### src/logic/muldiv_macros.svh
`ifndef MULDIV_MACROS_SVH
`define MULDIV_MACROS_SVH

// width of operands and results
`define MULDIV_XLEN 64

// width of the transaction tag that travels with each operation
`define MULDIV_TAG_BITS 3

// width of a shift count
// must hold every value from 0 up to MULDIV_XLEN inclusive
`define MULDIV_SHIFT_BITS 7

// the tag width is sized for a small reorder window
// widen it if the issue logic keeps more operations in flight

`endif

### src/logic/muldiv_data_pkg.sv
package muldiv_data_pkg;

    `include "muldiv_macros.svh"

    // operand and result word
    typedef logic [`MULDIV_XLEN-1:0] word_t;

    // transaction tag
    typedef logic [`MULDIV_TAG_BITS-1:0] tag_t;

    // divisor normalization count
    // also the iteration counter of the divider
    typedef logic [`MULDIV_SHIFT_BITS-1:0] shift_t;

endpackage

### src/logic/serial_divider.sv
`timescale 1ns/1ps

`include "muldiv_macros.svh"

module serial_divider
    import muldiv_data_pkg::*;
(
    input  logic   clk_i,
    input  logic   rst_ni,
    input  logic   in_valid_i,
    output logic   in_ready_o,
    input  tag_t   tag_i,
    input  word_t  dividend_i,
    input  word_t  divisor_shifted_i,
    input  shift_t shift_i,
    input  logic   signed_i,
    input  logic   rem_i,
    input  logic   divisor_neg_i,
    input  logic   out_ready_i,
    output logic   out_valid_o,
    output tag_t   tag_o,
    output word_t  result_o
);

    typedef enum logic [1:0] {
        IDLE,
        DIVIDE,
        FINISH
    } div_state_e;

    div_state_e state_q;
    div_state_e state_d;

    // fsm strobes
    logic load;
    logic step;

    // issue-time decode
    logic b_zero;
    logic negate;

    // datapath
    logic  comp;
    logic  cnt_zero;
    word_t diff;
    word_t out_sel;

    // partial remainder, shifted divisor, quotient bits
    word_t  a_q;
    word_t  b_q;
    word_t  quot_q;
    tag_t   tag_q;
    shift_t cnt_q;

    // flags latched at load
    logic rem_sel_q;
    logic comp_inv_q;
    logic res_inv_q;
    logic b_zero_q;

    // negative divisors never shift down to all zero, so exclude them
    assign b_zero = ~(|divisor_shifted_i) & ~divisor_neg_i;

    // signs differ, so work in the domain of the divisor and flip at the end
    assign negate = signed_i & (dividend_i[`MULDIV_XLEN-1] ^ divisor_neg_i);

    // --------------------
    // compare and subtract
    // --------------------
    // |a| >= |b| in whichever sign domain the divisor sits
    // a zero remainder never subtracts, except when dividing by zero
    assign comp = ((a_q == b_q) | ((a_q > b_q) ^ comp_inv_q)) & ((|a_q) | b_zero_q);
    assign diff = a_q - b_q;

    assign cnt_zero = (cnt_q == '0);

    // --------------------
    // fsm
    // --------------------
    always_comb begin
        state_d     = state_q;
        in_ready_o  = 1'b0;
        out_valid_o = 1'b0;
        load        = 1'b0;
        step        = 1'b0;
        case (state_q)
            IDLE: begin
                in_ready_o = 1'b1;
                if (in_valid_i) begin
                    load    = 1'b1;
                    state_d = DIVIDE;
                end
            end
            // shift_i + 1 steps, last one taken with the counter at zero
            DIVIDE: begin
                step = 1'b1;
                if (cnt_zero) begin
                    state_d = FINISH;
                end
            end
            // hold the result until the output port is ours
            FINISH: begin
                out_valid_o = 1'b1;
                if (out_ready_i) begin
                    state_d = IDLE;
                end
            end
            default: begin
                state_d = IDLE;
            end
        endcase
    end

    always_ff @(posedge clk_i or negedge rst_ni) begin
        if (!rst_ni) begin
            state_q    <= IDLE;
            cnt_q      <= '0;
            rem_sel_q  <= 1'b0;
            comp_inv_q <= 1'b0;
            res_inv_q  <= 1'b0;
            b_zero_q   <= 1'b0;
        end else begin
            state_q <= state_d;
            if (load) begin
                cnt_q      <= shift_i;
                rem_sel_q  <= rem_i;
                comp_inv_q <= divisor_neg_i;
                b_zero_q   <= b_zero;
                // quotient of a division by zero stays all ones
                res_inv_q  <= (~b_zero | rem_i) & negate;
            end else if (step && !cnt_zero) begin
                cnt_q <= cnt_q - shift_t'(1);
            end
        end
    end

    always_ff @(posedge clk_i) begin
        if (load) begin
            a_q    <= negate ? -dividend_i : dividend_i;
            b_q    <= divisor_shifted_i;
            quot_q <= '0;
            tag_q  <= tag_i;
        end else if (step) begin
            if (comp) begin
                a_q <= diff;
            end
            // sign flag refills the top, acting as bit 64 of the divisor
            b_q    <= {comp_inv_q, b_q[`MULDIV_XLEN-1:1]};
            quot_q <= {quot_q[`MULDIV_XLEN-2:0], comp};
        end
    end

    // --------------------
    // result correction
    // --------------------
    assign out_sel  = rem_sel_q ? a_q : quot_q;
    assign result_o = res_inv_q ? -out_sel : out_sel;
    assign tag_o    = tag_q;

endmodule

### config.mk
export PLATFORM = sky130hd
export DESIGN_NAME = serial_divider
export DESIGN_NICKNAME = d
export VERILOG_FILES = /design/src/logic/muldiv_data_pkg.sv /design/src/logic/serial_divider.sv
export VERILOG_INCLUDE_DIRS = /design/src /design/src/logic
export SDC_FILE = /design/constraint.sdc
export NUM_CORES = 1
export LEC_CHECK = 0
export BUFFER_PORTS_ARGS = -buffer_cell sky130_fd_sc_hd__buf_4
export CAP_MARGIN = 10
export CORE_UTILIZATION = 30
export DETAILED_ROUTE_END_ITERATION = 6
export GPL_ROUTABILITY_DRIVEN = 0
export SETUP_SLACK_MARGIN = 0.5
export SYNTH_ARGS = -nofsm -noshare
export SYNTH_HDL_FRONTEND = slang
export SYNTH_SLANG_ARGS = --single-unit
### constraint.sdc
create_clock -name clk_i -period 5.71 [get_ports clk_i]
set_clock_uncertainty 0.1 [all_clocks]
set_input_delay 0.8565 -clock clk_i [delete_from_list [all_inputs] [get_ports clk_i]]
set_output_delay 0.8565 -clock clk_i [all_outputs]
set_load 0.05 [all_outputs]
# Word-level counts from Yosys, hierarchy flattened
# Cells that the tools add are included.
# word_totals
mem_count,0
latch_bits,0
in_bits,145
out_inout_bits,69
mem_bits_rw,0
mem_bits_ro,0
regBits,208
# classes
mux,19
shifts,0
addsub,4
order_cmp,1
eq_ne,6
reduce_logical,11
n_bitwise,12
div_mod_pow,0
multipliers,0
# ops
op,n
64-bit two-way mux,8
64-bit negation,2
64-bit OR reduction,2
64-bit == test,1
64-bit greater-than comparator,1
64-bit subtractor,1
7-bit two-way mux,2
7-bit zero test,1
7-bit by 1-bit subtractor with 7-bit output (second input constant),1
2-bit two-way mux,3
2-bit inequality test (second input constant),3
2-bit one-hot mux with 3 select lines,1
2-bit nonzero test,3
1-bit two-way mux,5
1-bit bitwise AND,4
1-bit NOT,3
1-bit bitwise OR,3
3-bit AND reduction,1
2-bit by 1-bit == test with 1-bit output (second input constant),1
2-bit == test (second input constant),1
2-bit zero test,1
2-bit AND reduction,1
1-bit XOR,2
1-bit logical AND,1
1-bit zero test,1

# Longest topological paths before layout
# logic_depth
ltp_word,7
mapped_depth,19
ltp_nobuf,12

# Worst setup path before layout
# No wires, ideal clock.
# synth_timing
path_type,register to output
startpoint,register rem_sel_q
endpoint,output result_o[56]
arrival_time_ns,5.654
path_stages_with_launch,19
path_slack_ns,-0.900
path_buffers,9
required_ns,4.753
path_cell_list,dfrtp_1 > buf_4 > buf_2 > buf_2 > buf_2 > buf_2 > buf_2 > buf_2 > buf_1 > buf_2 > mux2i_1 > ha_1 > o221ai_1 > or3_1 > or3b_2 > or4_4 > or2_1 > o41ai_2 > xor2_1
# synth_via
elab_chain_cells,3
# synth_lines
item,line_no,rtl
start: declaration,serial_divider.sv:56,logic rem_sel_q;
start signal: assignment,serial_divider.sv:126,rem_sel_q <= rem_i;
64-bit two-way mux *,serial_divider.sv:156,assign out_sel = rem_sel_q ? a_q : quot_q;
64-bit negation,serial_divider.sv:157,assign result_o = res_inv_q ? -out_sel : out_sel;
64-bit two-way mux *,serial_divider.sv:157,
end: declaration,serial_divider.sv:22,output word_t result_o
# Every way passes the cells marked *; elsewhere a longest branch is shown, timed or not.

# Worst setup path in the final report
# layout_timing
startpoint,register rem_sel_q
endpoint,output result_o[63]
# The elaborated chain is that of the path after synthesis.

==> results.md <==
* First-pass GRT wire length at 91.0 mm
* Largest net degree at the start of global routing at 119
* Hold Slack at 0.0624 ns
* Reg clk slew, reported paths at 0.06 ns
* Final setup TNS at 0 ns
* Die height at 236 µm
* TritonCTS clock tree: done
* Worst hold path class: primary input to asynchronous set/reset pin
* Crit path cell chain: buf_12 -> or4_4 -> a222oi_1 -> or4b_4 -> nor4_4 -> and3_4 -> nand3_4 -> or2_4 -> o31ai_4 -> xor2_2 -> buf_6
* Max-slew violation count at 0
* CTS buffer count at 26
* CP required at approximately 4.8 ns
* Core area at 53,900 µm²
* Net Count, Synth at 2,279
* Post-synth cell types at 79
* H-tree depth at 1
* CP Launch Type: flop
* 1st-pass router iterations at 5
* Rel. slew slack at 23.2%
* Num ports at ~210
* #FFs+latches synth at 208
* Most frequent cells in the layout: 341 x nand2_1, 233 x a21oi_1, 233 x buf_4, 183 x o21ai_0, 133 x nor2_1
* Final Hold Viols at 0
* Initial antenna violation count at 3
* Tcrit/Tclk final at a little over 90%
* CP bufs+invs at 2
* DR vias/cell at 5.48
* Worst setup EP type: output pin
* Fmax at 193 MHz
* Starting DRC count in detailed routing at between 1,000 and 1,500
* Die Span X at 236 µm
* Worst EP arrival at 4.24 ns
* Share of layout cells above drive strength 1 at 15.0%
* Run status: finished, final reports clean
* Critical-path top delay cell: or4b_4
* Remaining Overflow, GRT at 0
* Final WL at roughly 60 mm
* Max-cap violation count at 0
* Min cycle time layout at 5.19 ns
* Avg Cell Area, Syn at 7.95 µm²
* Vias in the first global route at 15,200
* DR vias at 16,100
* Primary FF master, synth: edfxtp_1
* DR DRC count at 0
* Setup-failing EPs final at 0
* Row cnt at between 80 and 90
* Max incr delay on CP at approximately 0.55 ns
* Worst-path fanout max at 6
* Commonest non-fill, non-tap cell in the layout: nand2_1
* Initial core utilization at between 30% and 40%
* Layout area overhead at 20.0%
* CP delay by family, top: simple AND/OR/NAND/NOR gates
* Area of the die at 55,600 µm²
* Post-synth EDFFs at 131
* Mapped Area at 16,400 µm²
* Classification of the worst setup path: flop to output pin
* Cells after Synth at 2,065
* YS warnings at 0
* Root Driver: clkbuf_16
* Seq/Total Area, Yosys at 33.8%
* GRT Total Usage at 21.2%
* CTS max path bufs at 3
* Worst-margin pin slew at 1.15 ns
* Unrepaired setup endpoints after global routing: true
* DR WL/cell at 20.9 µm
* Nets at between 2,000 and 2,500
* PortBufs at 213
* CTS Sinks at 208
* Worst-Skew Late Latency at around 0.56 ns
* DP HPWL at 47.9 mm
* Post-synth ARST share at 6.25%
* Post-route ant nets at 0
## state kept, by name, summed over array words and instances, names as in the netlist
register / flops
tag_o: 3
res_inv_q: 1
comp_inv_q: 1
a_q: 64
b_q: 64
b_zero_q: 1
state_q: 2
cnt_q: 7
quot_q: 64
rem_sel_q: 1
## cell families (layout without fill, tap and decap cells)
family	Yosys count	after routing	share of synthesized area, %
AO/OA/AOI/OAI	576	576	20.4
AND/OR/NAND/NOR	767	767	22.2
buffers and inverters	200	378	4.69
other	0	2	0
flip-flops	208	208	33.8
adder cells (fa/ha/maj)	69	69	5.31
XOR/XNOR	179	179	9.55
multiplexers	66	66	4.07
## cell usage after synthesis (all sizes together), types with 6 or more instances
cell type  number  share of area [%]
dfrtp          13                2.0
nor4           42                1.8
o21a            7               0.32
nand2         343                7.8
a21o           33                1.5
and3           14               0.56
or2            11               0.43
mux2i          60                3.7
dfxtp          64                7.8
nor3           64                2.0
inv            91                2.1
and2            7               0.27
mux2            6               0.41
nor3b           8               0.37
a21oi         233                7.1
o41ai           7               0.42
a31oi          12               0.46
or3            19               0.72
or4            12               0.57
xnor2          79                4.2
edfxtp        131                 24
o31ai          32                1.6
xor2          100                5.3
nor2b          14               0.53
o21bai         11               0.50
nand3          26               0.87
buf            30               0.80
nand3b          7               0.32
o21ai         188                5.7
nand4          33                1.3
nand2b         17               0.65
a211oi          7               0.32
nor2          133                3.0
ha             68                5.2
clkbuf         78                1.8
## what timing repair did
action	in CTS	in global routing
resized for setup	5	10
pin swaps	7	7
hold buffers	0	0
setup buffers	7	5
cloned	0	1
setup endpoints to repair	11	12
## layout make-up
class,count,area [µm²]
inverters,92,350
clock inverters,18,153
clock buffers,30,666
repair buffers,238,1840
well taps,696,871
fillers,5494,34200
flip-flops and latches,208,5550
multi-input cells,1657,10300
diodes,2,5.00
## per-layer routing
metal / vias up / wire length, µm / track usage, % / part of all wire, %
li1: 7702 / - / - / -
met1: 7609 / 27800 / 30.5 / 45
met2: 743 / 26200 / 31.9 / 42
met3: 75 / 5940 / 4.44 / 9.6
met4: 2 / 1640 / 5.39 / 2.7
met5: - / 11 / 0 / 0.018
## path summary, 6_finish.rpt
kind | start | end | cells after the start | slack, ns
max | rem_sel_q | result_o[63] | 11 | 0.52
min | rst_ni | rem_sel_q | 1 | 0.06
max reg2reg | a_q[37] | a_q[40] | 11 | 1.26
min reg2reg | quot_q[63] | quot_q[63] | 2 | 0.36
max in group asynchronous | rst_ni | res_inv_q | 1 | 5.23
min in group clk_i | quot_q[63] | quot_q[63] | 2 | 0.36
## worst reg2reg max path, delay by kind of cell, from the launching register on
family	cells	cell delay [ns]
fa+ha+maj	1	0.52
compound gates	1	0.17
simple gates	8	2.18
buf+inv	1	0.48
flops	1	0.60
## stage by stage
stage / setup WS [ns] / cells / instance area [µm²] / util (%)
after floorplan: 0.379 / 2065 / 16600 / -
after global placement: 0.725 / 2878 / 18700 / 34.7
after detailed placement: 0.814 / 2878 / 18700 / 34.7
after CTS: 0.506 / 2933 / 19600 / 36.3
after global routing: 0.409 / 2939 / 19700 / 36.5
final: 0.517 / 2941 / 19700 / 36.5
Power is not shown: default switching activity piles up to over one toggle a cycle in this logic, so the estimate is an artifact.
