===== config.mk =====
export PLATFORM = sky130hd
export DESIGN_NAME = div_operand_prep
export DESIGN_NICKNAME = d
export VERILOG_FILES = /design/src/logic/muldiv_op_pkg.sv /design/src/logic/muldiv_data_pkg.sv /design/src/logic/lead_zero_count.sv /design/src/logic/div_operand_prep.sv
export VERILOG_INCLUDE_DIRS = /design/src /design/src/logic
export SDC_FILE = /design/constraint.sdc
export NUM_CORES = 1
export LEC_CHECK = 0
export BUFFER_PORTS_ARGS = -buffer_cell sky130_fd_sc_hd__buf_2
export CORE_ASPECT_RATIO = 0.8
export CORE_MARGIN = 1.5
export CORE_UTILIZATION = 30
export DETAILED_ROUTE_END_ITERATION = 8
export PLACE_DENSITY = 0.48
export SETUP_SLACK_MARGIN = 0.02
export SLEW_MARGIN = 5
export SYNTH_ARGS = -nofsm -noshare
export SYNTH_HDL_FRONTEND = slang
export SYNTH_HIERARCHICAL = 1
export SYNTH_SLANG_ARGS = --single-unit

===== constraint.sdc =====
create_clock -name vclk -period 5.1
set_input_delay 0.51 -clock vclk [all_inputs]
set_output_delay 0.51 -clock vclk [all_outputs]
set_load 0.02 [all_outputs]

===== src/logic/muldiv_macros.svh =====
`ifndef MULDIV_MACROS_SVH
`define MULDIV_MACROS_SVH

// width of operands and results
`define MULDIV_XLEN 64

// width of the transaction tag that travels with each operation
`define MULDIV_TAG_BITS 3

// width of a shift count
// must hold every value from 0 up to MULDIV_XLEN inclusive
`define MULDIV_SHIFT_BITS 7

// the tag width is sized for a small reorder window
// widen it if the issue logic keeps more operations in flight

`endif


===== src/logic/muldiv_op_pkg.sv =====
package muldiv_op_pkg;

    // --------------------
    // operator encoding
    // --------------------
    // multiplies sit in the lower half of the encoding, divides in the upper half
    typedef enum logic [2:0] {
        MUL    = 3'd0,
        MULH   = 3'd1,
        MULHU  = 3'd2,
        MULHSU = 3'd3,
        DIV    = 3'd4,
        DIVU   = 3'd5,
        REM    = 3'd6,
        REMU   = 3'd7
    } muldiv_op_e;

    // true for operators that go to the serial divider
    function automatic logic op_is_div(muldiv_op_e op);
        return op inside {DIV, DIVU, REM, REMU};
    endfunction

endpackage


===== src/logic/muldiv_data_pkg.sv =====
package muldiv_data_pkg;

    `include "muldiv_macros.svh"

    // operand and result word
    typedef logic [`MULDIV_XLEN-1:0] word_t;

    // transaction tag
    typedef logic [`MULDIV_TAG_BITS-1:0] tag_t;

    // divisor normalization count
    // also the iteration counter of the divider
    typedef logic [`MULDIV_SHIFT_BITS-1:0] shift_t;

endpackage


===== src/logic/lead_zero_count.sv =====
`timescale 1ns/1ps

`include "muldiv_macros.svh"

module lead_zero_count
    import muldiv_data_pkg::*;
(
    input  word_t  word_i,
    output shift_t count_o,
    output logic   empty_o
);

    localparam int unsigned num_levels = $clog2(`MULDIV_XLEN);

    // per tree level: any bit set in a node, and index of its lowest set bit
    logic [`MULDIV_XLEN-1:0] hit [num_levels+1];
    logic [num_levels-1:0]   idx [num_levels+1][`MULDIV_XLEN];

    // pairwise reduction, one mux level per tree level
    always_comb begin
        for (int l = 0; l <= num_levels; l++) begin
            hit[l] = '0;
            for (int n = 0; n < `MULDIV_XLEN; n++) begin
                idx[l][n] = '0;
            end
        end
        hit[0] = word_i;
        for (int l = 1; l <= num_levels; l++) begin
            for (int n = 0; n < (`MULDIV_XLEN >> l); n++) begin
                hit[l][n] = hit[l-1][2*n] | hit[l-1][2*n+1];
                // lower child wins, upper child adds half the node width
                if (hit[l-1][2*n]) begin
                    idx[l][n] = idx[l-1][2*n];
                end else begin
                    idx[l][n]      = idx[l-1][2*n+1];
                    idx[l][n][l-1] = 1'b1;
                end
            end
        end
    end

    assign count_o = shift_t'(idx[num_levels][0]);
    assign empty_o = ~hit[num_levels][0];

endmodule


===== src/logic/div_operand_prep.sv =====
`timescale 1ns/1ps

`include "muldiv_macros.svh"

module div_operand_prep
    import muldiv_op_pkg::*;
    import muldiv_data_pkg::*;
(
    input  muldiv_op_e op_i,
    input  word_t      divisor_i,
    output logic       signed_o,
    output logic       rem_o,
    output logic       divisor_neg_o,
    output word_t      divisor_shifted_o,
    output shift_t     shift_o
);

    // bit-reversed divisor, so a trailing count gives the leading count
    word_t  divisor_rev;
    word_t  lzc_in;
    shift_t lzc_count;
    logic   lzc_empty;

    // --------------------
    // operator decode
    // --------------------
    // signed flavours of divide and remainder
    assign signed_o = op_i inside {DIV, REM};

    // remainder selects the partial remainder at the end instead of the quotient
    assign rem_o = op_i inside {REM, REMU};

    // only a signed operation looks at the sign bit
    assign divisor_neg_o = signed_o & divisor_i[`MULDIV_XLEN-1];

    // --------------------
    // normalization
    // --------------------
    assign divisor_rev = {<<{divisor_i}};

    // positive divisor counts leading zeros
    // negative divisor counts leading ones
    assign lzc_in = divisor_neg_o ? ~divisor_rev : divisor_rev;

    lead_zero_count u_lzc (
        .word_i  (lzc_in),
        .count_o (lzc_count),
        .empty_o (lzc_empty)
    );

    // no significant bit at all means zero or minus one
    // in that case run the full width
    assign shift_o = lzc_empty ? shift_t'(`MULDIV_XLEN) : lzc_count;

    // a negative divisor may lose its sign bit here
    // the divider puts it back through its sign flag while shifting right
    assign divisor_shifted_o = divisor_i << shift_o;

endmodule


-- Word level (Yosys, flattened, before mapping)
Index checks and enable logic that the tools add are counted.
- flip-flop bits (word level): 0
- output and inout bits: 74
- logic and storage cells: 136
- equal/unequal tests: 3
- shifts and indexed selects: 1
- multiplexer cells: 65
- bitwise logic cells: 65
- reductions and logical operators: 2
- operators by type and width (cell ; count):
    $mux 64 ; 1
    $not 64->64 ; 1
    $shl 64x7->64 ; 1
    $or 1x1->1 ; 63
    $mux 1 ; 32
    $mux 2 ; 16
    $mux 3 ; 8
    $mux 4 ; 4
    $mux 5 ; 2
    $eq 3x3->1 const B ; 3
    $mux 7 ; 1
    $mux 6 ; 1
    $reduce_bool 2->1 ; 2
    $and 1x1->1 ; 1

-- Depth between registers and ports, before layout
Gate-level depths: netlist of the first run.
- word-level depth: 12
- gate-level depth with buffers: 20
- gate-level depth less buffers: 15

-- Hierarchy
Netlist of the first run, hierarchy kept.
- by module, submodules not included (module ; times used ; cells each ; area each (um^2) ; seq. area each (um^2)):
    div_operand_prep ; 1 ; 879 ; 6039.5 ; 0.0
    lead_zero_count ; 1 ; 122 ; 734.5 ; 0.0

-- Worst setup path after synthesis of the first run
OpenSTA, ideal clock, no wires.
- kind: input to output
- start point: in op_i[2]
- end point: out divisor_shifted_o[43]
- data arrival time: 5134 ps
- slack: -544 ps
- stages on the path: 17
- buffers on the path: 3
- path through: nor2b_1 -> nand2_1 -> clkbuf_1 -> xnor2_1 -> or4_4 -> nand2b_4 -> nor3_4 -> o31ai_1 -> o311a_1 -> buf_6 -> buf_12 -> mux2i_1 -> a22oi_1 -> o211ai_1 -> mux2_2 -> nand2b_1 -> a221oi_1
- cells in the longest elaborated chain, start to end: 12
- RTL lines (element ; RTL line ; text):
    from (decl) ; div_operand_prep.sv:9 ; input muldiv_op_e op_i,
    $eq 3x3->1 ; div_operand_prep.sv:28 ; assign signed_o = op_i inside {DIV, REM};
    $reduce_bool 2->1 * ; div_operand_prep.sv:28 ;
    $and 1x1->1 * ; div_operand_prep.sv:34 ; assign divisor_neg_o = signed_o & divisor_i[`MULDIV_XLEN-1];
    $mux 64 * ; div_operand_prep.sv:43 ; assign lzc_in = divisor_neg_o ? ~divisor_rev : divisor_rev;
    via lzc_in[21] ; div_operand_prep.sv:20 ; word_t lzc_in;
    $or 1x1->1 * (5 in series) ; lead_zero_count.sv:30 ; hit[l][n] = hit[l-1][2*n] | hit[l-1][2*n+1];
    $mux 6 * ; lead_zero_count.sv:32 ; if (hit[l-1][2*n]) begin
    via lzc_count[5] ; div_operand_prep.sv:21 ; shift_t lzc_count;
    $mux 7 * ; div_operand_prep.sv:53 ; assign shift_o = lzc_empty ? shift_t'(`MULDIV_XLEN) : lzc_count;
    $shl 64x7->64 * ; div_operand_prep.sv:57 ; assign divisor_shifted_o = divisor_i << shift_o;
    to (decl) ; div_operand_prep.sv:14 ; output word_t divisor_shifted_o,
Mark *: on every way through the listed nets, which the timed path passes. The rest lies on a longest branch.

-- Final worst setup path of the first run
- start point: in op_i[2]
- end point: out divisor_shifted_o[62]
Same word-level chain as after synthesis.

==> results.py, run 1 <==
metrics = {
    "route": {
        "detail_route.wl_per_cell_um": 23.5,
        "drc": 0,
        "drtIter0Drc": 1174,
        "dr.pass1.iters": 6,
        "viasPerCell": 6.14,
        "vias": 10078,
        "totalWireLength_mm": 38.6,
        "ant_nets": 0,
    },
    "min_path": {
        "hp-class": "in2out",
        "min-delay-start": "op_i[2]",
        "hold_depth": 3,
        "hold_end": "rem_o",
    },
    "grt": {
        "grt_pass1_vias": 9044,
        "grt_max_degree": 40,
        "grt.total_usage_pct": 29.7,
        "grt_pass1_wl_mm": 54.3,
        "antenna_found_initial": 0,
        "grt-ovfl-total": 0,
    },
    "synthesis": {
        "synth_area_um2": 6770,
        "syn_inst": 1001,
        "synth_common_cells": "125 x nor2_1, 83 x nand2_1, 76 x mux2i_1",
        "synth_area_per_cell_um2": 6.77,
        "yosysWarnings": 6,
        "synth_nets": 1068,
        "yosysSeqAreaShare_pct": 0,
        "synth_top_area_share_pct": 11.2,
        "synth.distinct_cells": 85,
        "synth_area_leaders": "mux2i_1 11%, xnor2_1 8.1%, nor2_1 6.9%",
        "yosysTopAreaCell": "mux2i_1",
        "synthMostInstantiatedCell": "nor2_1",
    },
    "final_layout": {
        "seqCellArea_um2": 0,
        "area.growth.synth_to_final_pct": 64.4,
        "final_core_util_pct": 50.9,
        "nNetsFinal": 1411,
        "diodes": 0,
        "nClkBuffers": 0,
        "seq_cell_count": 0,
        "drive_above_1_share_pct": 47.5,
    },
    "sta": {
        "fmax_mhz": 193,
        "finalCriticalPeriod_ns": 5.19,
        "rsz0062_at_grt": "true",
        "setup_violations": 2,
        "tightest_slew_ns": 0.595,
        "relSlewSlack_pct": 60.3,
        "final.setup.worst_slack_ns": -0.0916,
        "hold_viol": 0,
        "final.period_utilization_pct": 102,
        "slew_violations": 0,
    },
    "outcome": {
        "status": "complete, but fails checks",
        "violations": "setup timing",
    },
    "die": {
        "start_util_pct": 31.0,
        "io_pins": 141,
        "die_x_um": 171,
        "std_cell_rows": 48,
        "die_area_um2": 23500,
        "core_area_um2": 21900,
        "die_h_um": 137,
    },
    "power": {
        "power.density_nw_per_um2": 163,
        "switching_share_pct": 54.7,
        "p_int_w": 0.000823,
        "p_seq_share_pct": 0,
        "total_power_w": 0.00182,
        "comb_power_share_pct": 100.0,
        "max-vdd-ir-drop_uv": 75.9,
        "p_switching_w": 0.000994,
        "leakage_nw": 4.68,
        "p_clk_share_pct": 0,
    },
    "worst_setup_path": {
        "cpPeakStageDelay_ns": 0.58,
        "crit_path_end_kind": "output port",
        "critical_path.max_fanout": 8,
        "timing.critical_path.slowest_stage_cell": "mux4_2",
        "cp.required_ns": 4.59,
        "path_class": "in2out",
        "path_common_cell": "buf_4",
        "cp_cell_sequence": "buf_6 -> nor2b_4 -> nand2_4 -> clkbuf_16 -> xnor2_4 -> or4_4 -> nand2b_4 -> nor3_4 -> o31ai_4 -> o311a_4 -> buf_6 -> buf_4 -> mux2i_1 -> buf_4 -> a22oi_2 -> o211ai_1 -> mux4_2 -> a32oi_2 -> buf_4",
        "worstPathArrival_ns": 4.68,
        "cp-start-kind": "input port",
    },
    "place": {
        "routabilityCongestion": 1.02,
        "portBuffers": 141,
        "dpl.hpwl_mm": 28.7,
        "place_ws_ns": -0.428,
    },
    "flow_run": {
        "maxCapViolations": 0,
    },
}
-- worst max path at each step --
stage	slack [ns]	endpoint	from
final	-0.09	divisor_shifted_o[62]	op_i[2]
after global routing	-0.19	divisor_shifted_o[62]	op_i[2]
after CTS	0.01	divisor_shifted_o[58]	op_i[2]
after detailed placement	-0.43	divisor_shifted_o[58]	op_i[0]
after global placement	-0.45	divisor_shifted_o[58]	op_i[2]
after floorplan	0.06	divisor_shifted_o[62]	op_i[2]
-- metal layers --
| metal | track usage, % | up-vias | part of all wire (%) |
|---|---|---|---|
| met1 | 43.6 | 4844 | 45 |
| met4 | 5.12 | 0 | 2.3 |
| met2 | 46.6 | 613 | 43 |
| met3 | 3.50 | 65 | 10 |
| li1 | - | 4556 | - |
| met5 | 0 | - | 0 |
-- cells in the final DEF, fill, tap and decap left out, types with 12 or more instances in the layout --
cell / netlist / routed
mux2i_1: 76 / 58
xnor2_1: 63 / 53
buf_2: 36 / 112
o22a_1: 23 / 23
a21oi_1: 39 / 33
buf_12: 3 / 15
mux2i_2: 0 / 14
nor2_1: 125 / 118
inv_1: 19 / 17
o211ai_1: 21 / 21
a22oi_2: 0 / 13
buf_4: 10 / 283
nor3_1: 22 / 13
a2bb2oi_1: 23 / 21
o21ai_0: 56 / 41
o22ai_1: 27 / 21
nor3b_1: 27 / 25
a211oi_1: 23 / 12
a211oi_2: 2 / 13
a22oi_1: 36 / 23
buf_6: 6 / 24
nand2_1: 83 / 81
-- repair_timing --
action | 4_1_cts | 5_1_grt
pin swaps | 7 | 73
hold buffers | 0 | 0
buffers inserted | 8 | 34
gates cloned | 1 | 10
endpoints found under the setup margin | 57 | 57
gates resized for setup | 27 | 216
-- cell families (layout without fill, tap and decap cells) --
logic type | count (synthesis) | count (layout) | share of synthesized area, %
AO/OA/AOI/OAI | 363 | 364 | 39.6
AND/OR/NAND/NOR | 348 | 348 | 26.0
buffers and inverters | 132 | 472 | 9.92
multiplexers | 94 | 94 | 16.3
XOR/XNOR | 63 | 63 | 8.15
other | 1 | 1 | 0.0554
-- stage by stage --
step	TNS [ns]	hold slack, ns	instances	instance area, µm²
after CTS	0	1.36	1601	9720
final	-0.136	1.35	1642	11100
after detailed placement	-13.80	1.36	1592	9530
after global routing	-1.89	1.37	1642	11100
after global placement	-11.32	1.36	1592	9530
after floorplan	0	1.06	1001	6870
-- power by group through the flow --
stage	registers [W]	logic, W	clock network, W
2_1_floorplan	0	0.000842	0
3_3_place_gp	0	0.00152	0
3_5_place_dp	0	0.00152	0
4_1_cts	0	0.00155	0
5_1_grt	0	0.00191	0
6_report	0	0.00182	0
-- layout make-up --
cell class,count,area (µm²)
inverters,25,104
well taps,300,375
multi-input cells,870,7110
repair buffers,447,3540
fillers,2256,10700
-- worst max-delay path, delay by kind of cell --
family	cells	cell delay [ns]
multiplexers	2	0.73
buffers and inverters	6	0.94
AND/OR/NAND/NOR	5	1.24
XOR/XNOR	1	0.15
AO/OA/AOI/OAI	5	1.11
No activity file was read; power rests on OpenSTA's default activity.
==> inputs of run 2 (changes only) <==
- BUFFER_PORTS_ARGS: -buffer_cell sky130_fd_sc_hd__buf_2 -> -buffer_cell sky130_fd_sc_hd__buf_4
==> run 2 against run 1 <==
  * The run still ends with setup timing left
  * Global-route usage rose by 1.5 points
  * Sequential share of layout area stayed put
  * Wire length increased by 0.83%
  * Fmax shrank 3.1%
  * First-iteration DRC count increased by 19%
  * Cell count grew 3.3%
  * Die area stayed put
  * Utilization grew 3.0 points
  * Largest cell class unchanged
  * Worst hold slack worse by 0.014 ns
  * Combinational power up 5%
  * Setup slack got worse by 0.17 ns
  * Non-clock buffer count up 53
==> results.py, run 2 (synthesized netlist as in run 1, its figures left out) <==
metrics = {
    "outcome": {
        "status": "complete, but fails checks",
        "violations": "setup timing",
    },
    "route": {
        "vias": 10413,
        "dr.pass1.iters": 6,
        "detail_route.wl_per_cell_um": 23.0,
        "drc": 0,
        "ant_nets": 0,
        "drtIter0Drc": 1396,
        "totalWireLength_mm": 38.9,
        "viasPerCell": 6.14,
    },
    "worst_setup_path": {
        "cp-start-kind": "input port",
        "worstPathArrival_ns": 4.85,
        "cp_cell_sequence": "buf_6 -> nor2b_4 -> buf_12 -> nand2_8 -> buf_12 -> xnor2_1 -> buf_4 -> nor4_2 -> nand3b_1 -> o211a_1 -> a2111oi_4 -> buf_4 -> o311a_4 -> buf_4 -> clkbuf_16 -> nor4bb_4 -> a221o_1 -> a32oi_1 -> buf_4 -> mux4_2 -> a32oi_2 -> buf_4",
        "critPathTopFamily": "buffers and inverters",
        "cp.required_ns": 4.59,
        "cpPeakStageDelay_ns": 0.51,
        "crit_buf_inv": 9,
        "crit_path_end_kind": "output port",
        "path_class": "in2out",
        "critical_path.max_fanout": 13,
        "timing.critical_path.slowest_stage_cell": "mux4_2",
        "path_common_cell": "buf_4",
    },
    "grt": {
        "busiest_layer": "met2",
        "grt_pass1_vias": 9351,
        "grt_max_degree": 30,
        "use_met1_pct": 44.5,
        "antenna_found_initial": 0,
        "grt-ovfl-total": 0,
        "grt.total_usage_pct": 31.2,
        "grt_pass1_wl_mm": 56.6,
        "grtUsageMet3_pct": 5.63,
        "met2_usage_pct": 48.4,
    },
    "final_layout": {
        "final_cells": 1696,
        "nNetsFinal": 1465,
        "layout_common_cells": "453 x buf_4, 121 x nor2_1, 80 x nand2_1, 58 x mux2i_1, 53 x xnor2_1",
        "seq_cell_count": 0,
        "seqCellArea_um2": 0,
        "final_core_util_pct": 53.9,
        "nClkBuffers": 0,
        "area.growth.synth_to_final_pct": 74.0,
        "layout_commonest_cell": "buf_4",
        "diodes": 0,
        "drive_above_1_share_pct": 49.1,
        "fill_cells": 2131,
    },
    "place": {
        "routabilityCongestion": 0.988,
        "portBuffers": 141,
        "dp.cells": 1641,
        "dpl.hpwl_mm": 29.8,
        "place_ws_ns": -0.512,
    },
    "sta": {
        "fmax_mhz": 187,
        "fin_hold_ws_ns": 1.33,
        "finalCriticalPeriod_ns": 5.36,
        "setup_violations": 44,
        "final.setup.worst_slack_ns": -0.259,
        "relSlewSlack_pct": 61.5,
        "final.period_utilization_pct": 105,
        "tightest_slew_ns": 0.575,
        "rsz0062_at_grt": "true",
        "slew_violations": 0,
        "hold_viol": 0,
    },
    "die": {
        "die_x_um": 171,
        "die_h_um": 137,
        "die_area_um2": 23500,
        "start_util_pct": 31.0,
        "core_area_um2": 21900,
        "std_cell_rows": 48,
        "io_pins": 141,
    },
    "clocking": {
        "hold_buffers": 0,
    },
    "min_path": {
        "min-delay-start": "op_i[1]",
        "hold_depth": 3,
        "hold_end": "rem_o",
        "hp-class": "in2out",
    },
    "flow_run": {
        "maxCapViolations": 0,
    },
    "power": {
        "leakage_nw": 5.00,
        "total_power_w": 0.00192,
        "max-vdd-ir-drop_uv": 90.7,
        "power.density_nw_per_um2": 163,
    },
}
-- run 2: metal layers --
layer,routed length (µm),vias to the layer above
li1,-,4657
met1,17000,5013
met2,17200,671
met3,3810,72
met4,918,0
met5,0,-
-- run 2: cell type report --
class	count	area, µm²	share of cell area, %
timing repair buffer	500	4130	35.1
inverter	25	105	0.892
multi-input combinational	871	7170	60.9
tap	300	375	3.19
-- run 2: how the worst max path moves through the flow --
stage	startpoint	endpoint	slack, ns	cells after the start
final	op_i[2]	divisor_shifted_o[62]	-0.26	22
after global routing	op_i[2]	divisor_shifted_o[62]	-0.38	21
after CTS	op_i[2]	divisor_shifted_o[49]	-0.08	21
after detailed placement	op_i[0]	divisor_shifted_o[58]	-0.51	23
after global placement	op_i[0]	divisor_shifted_o[58]	-0.51	23
after floorplan	op_i[2]	divisor_shifted_o[62]	0.06	19
-- run 2: report_power, final --
part	total [W]	internal, W	switching (W)
Clock	0	0	0
Sequential	0	0	0
Combinational	0.00192	0.000906	0.00101
Total	0.00192	0.000906	0.00101
-- run 2: through the flow --
step	TNS (ns)	area [µm²]
5_1_grt	-10.64	11800
3_3_place_gp	-12.93	10200
3_5_place_dp	-13.63	10200
4_1_cts	-0.452	10900
2_1_floorplan	0	6870
6_report	-3.76	11800
-- run 2: repair_timing --
item	4_1_cts	5_1_grt
setup buffers	31	20
pin swaps	34	46
gates resized for setup	89	136
endpoints found under the setup margin	58	59
cloned	2	3
-- run 2: tightest hold or removal path, stage by stage --
cell	delay (ns)
buf_4	0.08
and2_1	0.10
buf_4	0.13
==> inputs of run 3 (changes only) <==
- CORE_ASPECT_RATIO: 0.8 -> unset
==> run 3 against run 2 <==
  * The flow finishes with violations (DRC, setup timing)
  * Power increased by 0.75%
  * Sequential cell count unchanged
  * Worst hold slack got worse by 0.0057 ns
  * Count of clock-buffer cells in the layout unchanged
  * Via count decreased by 2.9%
  * Largest power group unchanged
  * Critical path depth decreased by 2
  * Sequential share of layout area unchanged
  * Wire length decreased by 0.72%
  * Die area about the same
  * Fmax increased by 2.4%
  * Non-clock buffer count decreased by 46
  * Design area decreased by 1.2%
  * Largest cell class unchanged
  * Critical endpoint is now divisor_shifted_o[51]
==> results.py, run 3 (synthesized netlist as in run 1, its figures left out) <==
metrics = {
    "min_path": {
        "hold_depth": 3,
        "hold_end": "rem_o",
        "hp-class": "in2out",
        "min-delay-start": "op_i[1]",
    },
    "worst_setup_path": {
        "worstPathArrival_ns": 4.72,
        "cp-start-kind": "input port",
        "cp.required_ns": 4.59,
        "crit_path_end_kind": "output port",
        "path_class": "in2out",
        "critical_path.max_fanout": 16,
    },
    "grt": {
        "grt.total_usage_pct": 30.0,
        "grt_pass1_vias": 9240,
        "grt_max_degree": 52,
        "grt_pass1_wl_mm": 55.8,
        "antenna_found_initial": 2,
        "grt-ovfl-total": 0,
    },
    "final_layout": {
        "seq_cell_count": 0,
        "seqCellArea_um2": 0,
        "area.growth.synth_to_final_pct": 71.9,
        "nNetsFinal": 1417,
        "nClkBuffers": 0,
        "drive_above_1_share_pct": 48.7,
        "layout_common_cells": "387 x buf_4, 116 x nor2_1, 78 x nand2_1, 52 x mux2i_1, 49 x xnor2_1",
        "layout_commonest_cell": "buf_4",
        "diodes": 0,
        "postLayoutCellArea_um2": 11600,
        "final_core_util_pct": 53.0,
    },
    "outcome": {
        "status": "complete, but fails checks",
        "violations": "DRC, setup timing",
    },
    "route": {
        "drc": 7,
        "ant_nets": 0,
        "totalWireLength_mm": 38.7,
        "vias": 10111,
        "dr.pass1.iters": 8,
        "drtIter0Drc": 1025,
        "viasPerCell": 6.21,
        "detail_route.wl_per_cell_um": 23.7,
    },
    "power": {
        "leakage_nw": 4.87,
        "total_power_w": 0.00193,
        "power.density_nw_per_um2": 166,
        "max-vdd-ir-drop_uv": 91.2,
    },
    "sta": {
        "fmax_mhz": 191,
        "slew_violations": 0,
        "tightest_slew_ns": 0.616,
        "final.period_utilization_pct": 103,
        "rsz0062_at_grt": "true",
        "hold_viol": 0,
        "relSlewSlack_pct": 58.8,
        "final.setup.worst_slack_ns": -0.132,
        "setup_violations": 10,
        "finalCriticalPeriod_ns": 5.23,
    },
    "place": {
        "place_ws_ns": -0.414,
        "placed_cell_area_um2": 10100,
        "portBuffers": 141,
        "dpl.hpwl_mm": 29.2,
        "routabilityCongestion": 1.01,
    },
    "die": {
        "core_area_um2": 22000,
        "die_x_um": 153,
        "start_util_pct": 30.8,
        "std_cell_rows": 54,
        "die_h_um": 153,
        "io_pins": 141,
        "die_area_um2": 23500,
    },
    "clocking": {
        "hold_buffers": 0,
    },
    "flow_run": {
        "maxCapViolations": 0,
    },
}
## run 3: routing by layer
layer | track usage (%) | vias to the layer above | share of wire (%)
met1 | 40.5 | 4894 | 42
met2 | 50.0 | 555 | 46
met4 | 8.92 | 4 | 3.5
met3 | 3.29 | 97 | 8.5
li1 | - | 4561 | -
met5 | 0 | - | 0.067
## run 3: area by class of cell
| cell class | instances | area, µm² |
|---|---|---|
| well taps | 280 | 350 |
| fillers | 2139 | 10300 |
| multi-input cells | 869 | 7200 |
| inverters | 25 | 98.8 |
| repair buffers | 454 | 3990 |
## run 3: worst max-delay path by stage
stage	cells after the start	from	slack [ns]	endpoint
6_report	20	op_i[2]	-0.13	divisor_shifted_o[51]
5_1_grt	20	op_i[2]	-0.24	divisor_shifted_o[51]
4_1_cts	21	op_i[0]	-0.0004	divisor_shifted_o[59]
3_5_place_dp	20	op_i[0]	-0.41	divisor_shifted_o[34]
3_3_place_gp	20	op_i[0]	-0.35	divisor_shifted_o[34]
2_1_floorplan	19	op_i[2]	0.06	divisor_shifted_o[62]
## run 3: what timing repair did
item | 4_1_cts | 5_1_grt
pin swaps | 7 | 69
buffers inserted | 5 | 28
resized for setup | 30 | 216
cloned | 1 | 9
setup endpoints to repair | 54 | 53
## run 3: critical path: stages
cell,delay [ns]
buf_6,0.07
nor2b_4,0.20
nand2_8,0.13
buf_12,0.18
xnor2_4,0.13
or4_4,0.54
nand2b_4,0.17
nor3_4,0.25
o31ai_2,0.11
o311a_4,0.47
buf_12,0.19
buf_12,0.15
mux2i_2,0.17
a22oi_1,0.18
o2111ai_1,0.21
mux2i_1,0.28
o221ai_1,0.20
a211oi_2,0.26
buf_4,0.15
buf_4,0.12
## run 3: report_power, final
| part | switching (W) | total [W] | internal (W) |
|---|---|---|---|
| Sequential | 0 | 0 | 0 |
| Clock | 0 | 0 | 0 |
| Combinational | 0.00100 | 0.00193 | 0.000927 |
| Total | 0.00100 | 0.00193 | 0.000927 |
## run 3: metrics by stage
step	TNS, ns	hold slack, ns	instances
floorplan	0	1.06	1001
global placement	-7.72	1.33	1590
detailed placement	-11.68	1.33	1590
CTS	-0.000408	1.33	1596
global route	-3.81	1.33	1628
finish	-0.554	1.33	1628
